**config.mk**
```make
export PLATFORM = sky130hd
export DESIGN_NAME = cp0_top
export DESIGN_NICKNAME = d
export VERILOG_FILES = /design/src/hw/cp0_pkg.sv /design/src/hw/cp0_exe_if.sv /design/src/hw/cp0_top.sv /design/src/hw/cp0_redirect.sv /design/src/hw/cp0_regs.sv /design/src/hw/irq_sync.sv /design/src/hw/cp0_exe_stage.sv
export SDC_FILE = /design/constraint.sdc
export NUM_CORES = 1
export LEC_CHECK = 0
export ABC_AREA = 1
export ABC_CLOCK_PERIOD_IN_PS = 3700
export BUFFER_PORTS_ARGS = -buffer_cell sky130_fd_sc_hd__buf_2
export CORE_MARGIN = 2
export CORE_UTILIZATION = 56
export CTS_CLUSTER_SIZE = 25
export DETAILED_ROUTE_END_ITERATION = 8
export PLACE_DENSITY = 0.87
export SYNTH_ARGS = -nofsm -noshare
export SYNTH_HDL_FRONTEND = slang
export SYNTH_SLANG_ARGS = --single-unit
```
**constraint.sdc**
```tcl
create_clock -name clk -period 3.7 [get_ports clk]
set_input_delay 0 -clock clk [delete_from_list [all_inputs] [get_ports clk]]
set_output_delay 0 -clock clk [all_outputs]
set_load 0.005 [all_outputs]
```
**src/hw/cp0_pkg.sv**
```systemverilog
package cp0_pkg;

    typedef enum logic [1:0] {
        op_none = 2'd0,
        op_mtc0 = 2'd1,
        op_mfc0 = 2'd2,
        op_eret = 2'd3
    } cp0_op_t;

    // rd field of mtc0/mfc0, anything else reads as unmapped
    typedef enum logic [4:0] {
        reg_status = 5'd12,
        reg_cause  = 5'd13,
        reg_epc    = 5'd14,
        reg_prid   = 5'd15
    } cp0_reg_t;

    typedef enum logic [4:0] {
        exc_int  = 5'd0,
        exc_adel = 5'd4,
        exc_ades = 5'd5,
        exc_ri   = 5'd10,
        exc_ov   = 5'd12
    } exc_code_t;

    localparam logic [10:0] MTC0_PATTERN = 11'b010000_00100; // cop0, rs = mt
    localparam logic [10:0] MFC0_PATTERN = 11'b010000_00000; // cop0, rs = mf
    localparam logic [31:0] ERET_WORD    = 32'h4200_0018;

    localparam int STATUS_IE  = 0;
    localparam int STATUS_EXL = 1;
    localparam int IM_LSB     = 10;
    localparam int IM_MSB     = 15;

    localparam int CAUSE_BD    = 31;
    localparam int IP_LSB      = 10;
    localparam int IP_MSB      = 15;
    localparam int EXCCODE_LSB = 2;
    localparam int EXCCODE_MSB = 6;

    localparam logic [31:0] UNMAPPED_READ = 32'hffff_ffff;

endpackage
```
**src/hw/cp0_exe_if.sv**
```systemverilog
`timescale 1ns/1ps

interface cp0_exe_if;
    import cp0_pkg::*;

    logic        valid;
    cp0_op_t     op;
    logic [4:0]  sel;       // raw rd field
    exc_code_t   exc;
    logic [31:0] pc;
    logic        is_delay;
    logic [31:0] wdata;

    modport producer (
        output valid,
        output op,
        output sel,
        output exc,
        output pc,
        output is_delay,
        output wdata
    );

    modport consumer (
        input valid,
        input op,
        input sel,
        input exc,
        input pc,
        input is_delay,
        input wdata
    );

endinterface

```
**src/hw/cp0_top.sv**
```systemverilog
`timescale 1ns/1ps

module cp0_top #(
    parameter logic [31:0] PRID_RESET = 32'h2002_1125,
    parameter logic [31:0] EXC_VECTOR = 32'h0000_4180,
    parameter int          IRQ_STAGES = 2
) (
    input  logic        clk,
    input  logic        reset,
    input  logic        instr_valid,
    input  logic [31:0] instr,
    input  logic [31:0] pc,
    input  logic        is_delay,
    input  logic [4:0]  exc_code,
    input  logic [31:0] wdata,
    input  logic [5:0]  irq,
    output logic        redirect_valid,
    output logic [31:0] redirect_pc,
    output logic        rdata_valid,
    output logic [31:0] rdata
);

    logic        take;
    logic        take_exc;
    logic [31:0] target_pc;
    logic [5:0]  irq_synced;

    cp0_exe_if exe_bus ();

    cp0_exe_stage cp0_exe_stage_inst (
        .clk         (clk),
        .reset       (reset),
        .instr_valid (instr_valid),
        .instr       (instr),
        .pc          (pc),
        .is_delay    (is_delay),
        .exc_code    (exc_code),
        .wdata       (wdata),
        .squash      (take),
        .exe         (exe_bus.producer)
    );

    irq_sync #(
        .IRQ_STAGES (IRQ_STAGES)
    ) irq_sync_inst (
        .clk     (clk),
        .reset   (reset),
        .irq_in  (irq),
        .irq_out (irq_synced)
    );

    cp0_regs #(
        .PRID_RESET (PRID_RESET)
    ) cp0_regs_inst (
        .clk         (clk),
        .reset       (reset),
        .irq_pending (irq_synced),
        .exe         (exe_bus.consumer),
        .take        (take),
        .take_exc    (take_exc),
        .target_pc   (target_pc),
        .rdata_valid (rdata_valid),
        .rdata       (rdata)
    );

    cp0_redirect #(
        .EXC_VECTOR (EXC_VECTOR)
    ) cp0_redirect_inst (
        .clk            (clk),
        .reset          (reset),
        .take           (take),
        .take_exc       (take_exc),
        .target_pc      (target_pc),
        .redirect_valid (redirect_valid),
        .redirect_pc    (redirect_pc)
    );

endmodule

```
**src/hw/cp0_redirect.sv**
```systemverilog
`timescale 1ns/1ps

module cp0_redirect #(
    parameter logic [31:0] EXC_VECTOR = 32'h0000_4180
) (
    input  logic        clk,
    input  logic        reset,
    input  logic        take,
    input  logic        take_exc,
    input  logic [31:0] target_pc,
    output logic        redirect_valid,
    output logic [31:0] redirect_pc
);

    logic [31:0] next_pc;

    // vector for interrupts and exceptions, saved epc for eret
    assign next_pc = take_exc ? EXC_VECTOR : target_pc;

    always_ff @(posedge clk) begin
        if (reset) begin
            redirect_valid <= 1'b0;
        end else begin
            redirect_valid <= take; // one cycle, take never holds two in a row
        end
    end

    always_ff @(posedge clk) begin
        if (reset) begin
            redirect_pc <= EXC_VECTOR;
        end else if (take) begin
            redirect_pc <= next_pc;
        end
    end

endmodule

```
**src/hw/cp0_regs.sv**
```systemverilog
`timescale 1ns/1ps

module cp0_regs #(
    parameter logic [31:0] PRID_RESET = 32'h2002_1125
) (
    input  logic        clk,
    input  logic        reset,
    input  logic [5:0]  irq_pending,
    cp0_exe_if.consumer exe,
    output logic        take,
    output logic        take_exc,
    output logic [31:0] target_pc,
    output logic        rdata_valid,
    output logic [31:0] rdata
);
    import cp0_pkg::*;

    logic [31:0] status_q;
    logic [31:0] cause_q;
    logic [31:0] epc_q;
    logic [31:0] prid_q;

    logic        irq_hit;
    logic        exc_known;
    logic        exc_hit;
    logic        eret_hit;
    logic        mtc0_hit;
    logic        mfc0_hit;
    logic [31:0] epc_next;
    logic [31:0] read_mux;

    assign irq_hit = exe.valid
                  && (|(cause_q[IP_MSB:IP_LSB] & status_q[IM_MSB:IM_LSB]))
                  && status_q[STATUS_IE]
                  && !status_q[STATUS_EXL];

    assign exc_known = exe.exc inside {exc_adel, exc_ades, exc_ri, exc_ov};
    // exceptions under EXL are dropped, the instruction runs on
    assign exc_hit   = exe.valid && !irq_hit && exc_known && !status_q[STATUS_EXL];
    assign eret_hit  = exe.valid && !irq_hit && !exc_hit && (exe.op == op_eret);

    assign take_exc = irq_hit || exc_hit;
    assign take     = take_exc || eret_hit;
    assign mtc0_hit = exe.valid && !take && (exe.op == op_mtc0);
    assign mfc0_hit = exe.valid && !take && (exe.op == op_mfc0);

    assign epc_next  = exe.is_delay ? exe.pc - 32'd4 : exe.pc; // back up to the branch
    assign target_pc = {epc_q[31:2], 2'b00};

    always_comb begin
        case (exe.sel)
            reg_status: read_mux = status_q;
            reg_cause:  read_mux = cause_q;
            reg_epc:    read_mux = epc_q;
            reg_prid:   read_mux = prid_q;
            default:    read_mux = UNMAPPED_READ;
        endcase
    end

    always_ff @(posedge clk) begin
        if (reset) begin
            status_q    <= 32'd0;
            cause_q     <= 32'd0;
            epc_q       <= 32'd0;
            prid_q      <= PRID_RESET;
            rdata_valid <= 1'b0;
        end else begin
            cause_q[IP_MSB:IP_LSB] <= irq_pending; // an mtc0 to cause overrides below
            rdata_valid <= mfc0_hit;

            if (take_exc) begin
                epc_q                            <= epc_next;
                cause_q[CAUSE_BD]                <= exe.is_delay;
                cause_q[EXCCODE_MSB:EXCCODE_LSB] <= irq_hit ? exc_int : exe.exc;
                status_q[STATUS_EXL]             <= 1'b1;
            end else if (eret_hit) begin
                status_q[STATUS_EXL] <= 1'b0;
            end else if (mtc0_hit) begin
                case (exe.sel)
                    reg_status: status_q <= exe.wdata;
                    reg_cause:  cause_q  <= exe.wdata;
                    reg_epc:    epc_q    <= exe.wdata;
                    reg_prid:   prid_q   <= exe.wdata;
                    default:    ;   // unmapped, ignored
                endcase
            end
        end
    end

    always_ff @(posedge clk) begin
        if (mfc0_hit) begin
            rdata <= read_mux;
        end
    end

endmodule

```
**src/hw/irq_sync.sv**
```systemverilog
`timescale 1ns/1ps

module irq_sync #(
    parameter int IRQ_STAGES = 2
) (
    input  logic       clk,
    input  logic       reset,
    input  logic [5:0] irq_in,
    output logic [5:0] irq_out
);

    logic [5:0] ranks [IRQ_STAGES];

    always_ff @(posedge clk) begin
        if (reset) begin
            for (int i = 0; i < IRQ_STAGES; i++) begin
                ranks[i] <= 6'd0;
            end
        end else begin
            ranks[0] <= irq_in;
            for (int i = 1; i < IRQ_STAGES; i++) begin
                ranks[i] <= ranks[i-1];
            end
        end
    end

    assign irq_out = ranks[IRQ_STAGES-1];

endmodule

```
**src/hw/cp0_exe_stage.sv**
```systemverilog
`timescale 1ns/1ps

module cp0_exe_stage (
    input  logic        clk,
    input  logic        reset,
    input  logic        instr_valid,
    input  logic [31:0] instr,
    input  logic [31:0] pc,
    input  logic        is_delay,
    input  logic [4:0]  exc_code,
    input  logic [31:0] wdata,
    input  logic        squash,
    cp0_exe_if.producer exe
);
    import cp0_pkg::*;

    cp0_op_t op_d;

    // decode ahead of the stage register
    always_comb begin
        op_d = op_none;
        if (instr == ERET_WORD) begin
            op_d = op_eret;
        end else if (instr[31:21] == MTC0_PATTERN) begin
            op_d = op_mtc0;
        end else if (instr[31:21] == MFC0_PATTERN) begin
            op_d = op_mfc0;
        end
    end

    // instruction behind a redirect never enters execute
    always_ff @(posedge clk) begin
        if (reset) begin
            exe.valid <= 1'b0;
        end else begin
            exe.valid <= instr_valid && !squash;
        end
    end

    always_ff @(posedge clk) begin
        exe.op       <= op_d;
        exe.sel      <= instr[15:11];
        exe.exc      <= exc_code_t'(exc_code);
        exe.pc       <= pc;
        exe.is_delay <= is_delay;
        exe.wdata    <= wdata;
    end

endmodule

```
# Word-level counts from Yosys, hierarchy flattened
# Memory sizes are Yosys's and may differ from the RTL's.
# Index checks and enable logic that the tools add are counted.
# totals
ramBits	12
mem_count	1
inputBits	111
register_bits	272
# classes
addsub	1
bitwise_logic	5
n_reduce_logical	32
mux	25
n_eq_ne	15
# memory_table
memory	depth	word_bits	rd	rd_clocked_by_memory_dff	wr	line	text
irq_sync_inst.ranks	2	6	2	0	2	irq_sync.sv:12	logic [5:0] ranks [IRQ_STAGES];
# ops
cell	n
$mux W32	9
$pmux W32 S4	1
$eq A32 B31 Y1 const B	1
$sub A32 B3 Y32 const B	1
$eq A5 B4 Y1 const B	6
$eq A11 B10 Y1 const B	2
$logic_and A1 B1 Y1	12
$mux W6	2
$reduce_and A4 Y1	3
$eq A5 B3 Y1 const B	2
$mux W5	2
$mux W9	1
$mux W2	4
$and A6 B6 Y6	1
$mux W1	6
$reduce_and A3 Y1	2
$reduce_bool A2 Y1	3
$reduce_bool A3 Y1	2
$reduce_or A6 Y1	1
$eq A2 B2 Y1 const B	2
$logic_not A1 Y1	4
$reduce_bool A4 Y1	1
$eq A2 B1 Y1 const B	1
$logic_or A1 B1 Y1	2
other kinds (5)	7

# Logic depth before layout (Yosys ltp)
# logic_depth
depth_word	19
mapped_depth	13

# Hierarchy
# Synthesis repeated with hierarchy kept, for this count alone.
# unflattened
cells_unflattened	1492
area_unflattened_um2	11711.2
# by_module_without_submodules
mod	area_per_inst_um2	n_inst	cells_each	seq_area_each_um2
cp0_regs	8141.6	1	1159	3543.4
cp0_exe_stage	1824.2	1	144	1561.5
cp0_redirect	1358.8	1	146	660.6
irq_sync	386.6	1	43	240.2

# Worst setup path after synthesis
# OpenSTA, ideal clock, no wires.
# synth_timing
kind	register -> register
startpoint	reg cp0_regs_inst.status_q[1]
endpoint	reg cp0_regs_inst.rdata[0] (enable)
synth_period_minus_slack_ps	2926
t_arrival_ps	2505
setup_ps	421
n_path_buf	0
setup_slack_ps	774
required_time_ps	3279
path_stages_with_launch	8
path_cell_list	dfxtp_1 nor2_1 nand2_1 o21ai_2 nand3_4 inv_1 nand2_1 nor2_1
# synth_via
elab_chain_len	13
elab_cells_between_ends	14
cone_classes	reduce/logical (14)
# synth_lines
element	line	text
start, declared	cp0_regs.sv:18	logic [31:0] status_q;
start signal, assigned	cp0_regs.sv:80	reg_status: status_q <= exe.wdata;
$logic_not A1 Y1 *	cp0_regs.sv:35, cp0_regs.sv:39	
$logic_and A1 B1 Y1	cp0_regs.sv:35	&& !status_q[STATUS_EXL];
$logic_not A1 Y1	cp0_regs.sv:39, cp0_regs.sv:40	
$logic_and A1 B1 Y1	cp0_regs.sv:39, cp0_regs.sv:40	
$logic_and A1 B1 Y1 (2 in series)	cp0_regs.sv:39	assign exc_hit = exe.valid && !irq_hit && exc_known && !status_q[STATUS_EXL];
$logic_not A1 Y1	cp0_regs.sv:40	assign eret_hit = exe.valid && !irq_hit && !exc_hit && (exe.op == op_eret);
$logic_and A1 B1 Y1 (2 in series)	cp0_regs.sv:40	
$logic_or A1 B1 Y1 *	cp0_regs.sv:43	assign take = take_exc || eret_hit;
$logic_not A1 Y1 *	cp0_regs.sv:45	assign mfc0_hit = exe.valid && !take && (exe.op == op_mfc0);
$logic_and A1 B1 Y1 * (2 in series)	cp0_regs.sv:45	
via cp0_regs_inst.mfc0_hit	cp0_regs.sv:28	logic mfc0_hit;
end signal, assigned	cp0_regs.sv:92	rdata <= read_mux;
end, declared	cp0_regs.sv:14	output logic [31:0] rdata
# The timed path passes the listed nets; every way through them passes the cells marked *.
# A chain may end at the register's enable or synchronous reset.

# Worst setup path after layout
# layout_timing
startpoint	reg cp0_regs_inst.status_q[1]
endpoint	reg cp0_regs_inst.status_q[28]
# layout_via
elab_chain_len	14
elab_cells_between_ends	17
cone_classes	bitwise (2); reduce/logical (15)
# layout_lines
element	line	text
$logic_not A1 Y1 *	cp0_regs.sv:35, cp0_regs.sv:39	
$logic_and A1 B1 Y1	cp0_regs.sv:35	
$logic_not A1 Y1	cp0_regs.sv:39, cp0_regs.sv:40	
$logic_and A1 B1 Y1	cp0_regs.sv:39, cp0_regs.sv:40	
$logic_and A1 B1 Y1 (2 in series)	cp0_regs.sv:39	
$logic_not A1 Y1	cp0_regs.sv:40	
$logic_and A1 B1 Y1 (2 in series)	cp0_regs.sv:40	
$logic_or A1 B1 Y1	cp0_regs.sv:43	
$logic_not A1 Y1	cp0_regs.sv:44	assign mtc0_hit = exe.valid && !take && (exe.op == op_mtc0);
$logic_and A1 B1 Y1 (2 in series)	cp0_regs.sv:44	
$reduce_and A4 Y1 (no line) *	--	
# Mark *: on every way between the ends. The rest lies on a longest branch, timed or not.

==> metrics.yaml <==
status: "completed"
clk_pin_slew_worst_paths_ns: 0.06
worstHoldStart: "reset"
die_x_um: 144
hold_class: "in2reg"
sw_frac_of_total_pct: 21.9
multi_input_area_sq_um: 4290
wirelength_mm: 33.8
grt_overflow: 0
grt_pass1_vias: 10000
fin_setup_tns_ns: 0
final_core_util_pct: 71.5
cts_sinks: 282
synth-seq-cells: 282
dp_hpwl_mm: 21.0
synth_top_area_share_pct: 45.4
syn-cell-area_sq_um: 11000
die_h_um: 144
yosysSeqAreaShare_pct: 54.2
antenna_cells: 0
fmax_mhz: 365
setup_viol: 0
place.gp.congestion: 1.00
nets: 1724
drive_above_1_share_pct: 16.0
regArea_sq_um: 5970
initial_utilization_pct: 56.8
pwr-share-seq_pct: 48.4
grt_usage_pct: 31.7
pwr-share-clk_pct: 46.3
synth_area_leaders: "dfxtp_1, nor2_1, edfxtp_1"
crit_start: "cp0_regs_inst.status_q[1]"
cts_buffers: 29
hold_viol: 0
rows: 51
grt_pass1_wl_mm: 51.4
clk_latency_ns: 0.55
netlist_instances: 1375
grt_max_degree: 87
pwr-share-comb_pct: 5.2
final_area_sq_um: 13900
synth_cell_type_count: 43
timing.final.ws_setup_ns: 0.957
powerDensity_nw_per_um2: 480
layout.cells.non_filler: 1899
antenna_found_initial: 0
cts_buffer_depth: 3
postCtsSetupBuffers: 0
dp_cells: 1757
post-route-period-util_pct: 74.1
p_sw_uw: 1460
irDropWorstVdd_mv: 0.389
leakage_uw: 0.00595
h-tree-depth: 1
ant_nets: 0
ios: 177
worstMarginPinSlew_ns: 0.962
fillers: 1437
drc: 0
maxSlewHeadroom_pct: 35.5
worstSetupEndpointType: "flop"
first_iter_violations: 1270
via_count: 10600
p_int_uw: 5200
cap_viol_max_count: 0
cts_resized: 0
first_pass_iters: 9
dieArea_sq_um: 20800
port_buffers: 174
rsz0062_at_grt: "no"
slew_violations: 0
critPathKind: "reg2reg"
min_period_ns: 2.74
placed_area_sq_um: 12000
synth_top_area_cell: "dfxtp_1"
cp_max_fo: 33
avgSynthCellArea_sq_um: 8.01
post-place-ws_ns: 1.08
cp.arrival_ns: 3.21
wl_per_cell_um: 17.8
routed_via_density: 5.58
root_buffer: "clkbuf_16"
core_sq_um: 19400
mostFrequentLayoutCells: "nor2_1, dfxtp_1, nand2_1, buf_2, inv_1"
worstPathRequired_ns: 4.17
finalClockSkew_ns: 0.0129
cp-start-kind: "flop"
r2r_start: "cp0_regs_inst.status_q[1]"
ys_warn_count: 0
final_common_cell: "nor2_1"
area_delta_synth_final_pct: 26.0
cts_tree: "done"
routing by layer:
metal	track usage, %	vias to the layer above	wire length (um)
met5	0	-	0
met4	15.5	0	1800
met3	5.63	141	2870
met2	54.7	622	16300
met1	38.3	4874	12700
li1	-	4961	-
per-stage QoR:
step | power [uW] | hold WS (ns)
6_report | 6670 | 0.0592
5_1_grt | 6840 | 0.0855
4_1_cts | 6640 | 0.0345
3_5_place_dp | 3550 | 0.104
3_3_place_gp | 3540 | 0.102
2_1_floorplan | 3420 | 0.0277
flip-flops by register name, summed over array words and instances (netlist names), 2 cells and up:
| register | flops |
|---|---|
| cp0_regs_inst.rdata | 32 |
| cp0_regs_inst.cause_q | 32 |
| cp0_regs_inst.prid_q | 32 |
| cp0_exe_stage_inst.exe.pc | 32 |
| irq_sync_inst.ranks | 12 |
| cp0_regs_inst.status_q | 32 |
| cp0_redirect_inst.redirect_pc | 30 |
| cp0_exe_stage_inst.exe.op | 2 |
| cp0_exe_stage_inst.exe.exc | 5 |
| cp0_regs_inst.epc_q | 32 |
| cp0_exe_stage_inst.exe.wdata | 32 |
| cp0_exe_stage_inst.exe.sel | 5 |
critical path, stage by stage, from the launching register on:
cell and delay (ns):
dfxtp_1 0.35, nor2_1 0.11, nand2_1 0.08, o21ai_2 0.40
nand3_4 0.19, nor2_8 0.31, nand2_4 0.05, buf_4 0.25
inv_1 0.38, buf_4 0.34, nor2_1 0.08, nor2_1 0.12
worst paths after layout:
kind	endpoint	slack, ns	depth (start not counted)
max	cp0_regs_inst.status_q[28]	0.96	11
min	cp0_redirect_inst.redirect_pc[7]	0.06	3
max reg2reg	cp0_regs_inst.status_q[28]	0.96	11
min reg2reg	irq_sync_inst.ranks[0][11]	0.41	2
kinds of logic after synthesis:
kind of cell	count (synthesis)	share of synthesized area [%]
buffers and inverters	178	7.08
adders and majority gates	1	0.114
other	1	0.0340
DFF	282	54.2
AOI/OAI and AO/OA	236	12.6
and+or+nand+nor	667	25.3
xor gates and xnor gates	10	0.795
final cells by class:
type / instances / share of cell area [%]
clock buffer: 36 / 5.49
clock inverter: 17 / 1.81
inverter: 104 / 2.82
multi-input combinational: 916 / 30.9
sequential: 282 / 43.0
tap: 265 / 2.39
timing repair buffer: 279 / 13.6
power by group through the flow:
stage          clock, uW  sequential, uW  combinational (uW)
3_5_place_dp           0            3290                 261
4_1_cts             3090            3220                 332
6_report            3090            3230                 348
3_3_place_gp           0            3290                 253
2_1_floorplan          0            3260                 163
5_1_grt             3230            3230                 382
cell usage after synthesis (all sizes together):
cell type / n
nor2: 315
dfxtp: 250
nand2: 214
o21ai: 108
inv: 104
nand3: 90
a21oi: 71
clkbuf: 42
buf: 32
edfxtp: 32
a22o: 25
nand4: 14
nor3: 14
nor4: 9
o211ai: 8
a221oi: 7
xor2: 7
a32oi: 6
or2: 6
a31oi: 4
and2: 4
xnor2: 3
a21boi: 2
a41oi: 2
a21o: 1
conb: 1
ha: 1
nand3b: 1
o21bai: 1
o22ai: 1
repair_timing:
| item | CTS | global route |
|---|---|---|
| hold buffers | 89 | 0 |
| endpoints found under the hold margin | 84 | 0 |
| setup endpoints to repair | 0 | 0 |
(Power assumes the default switching activity.)
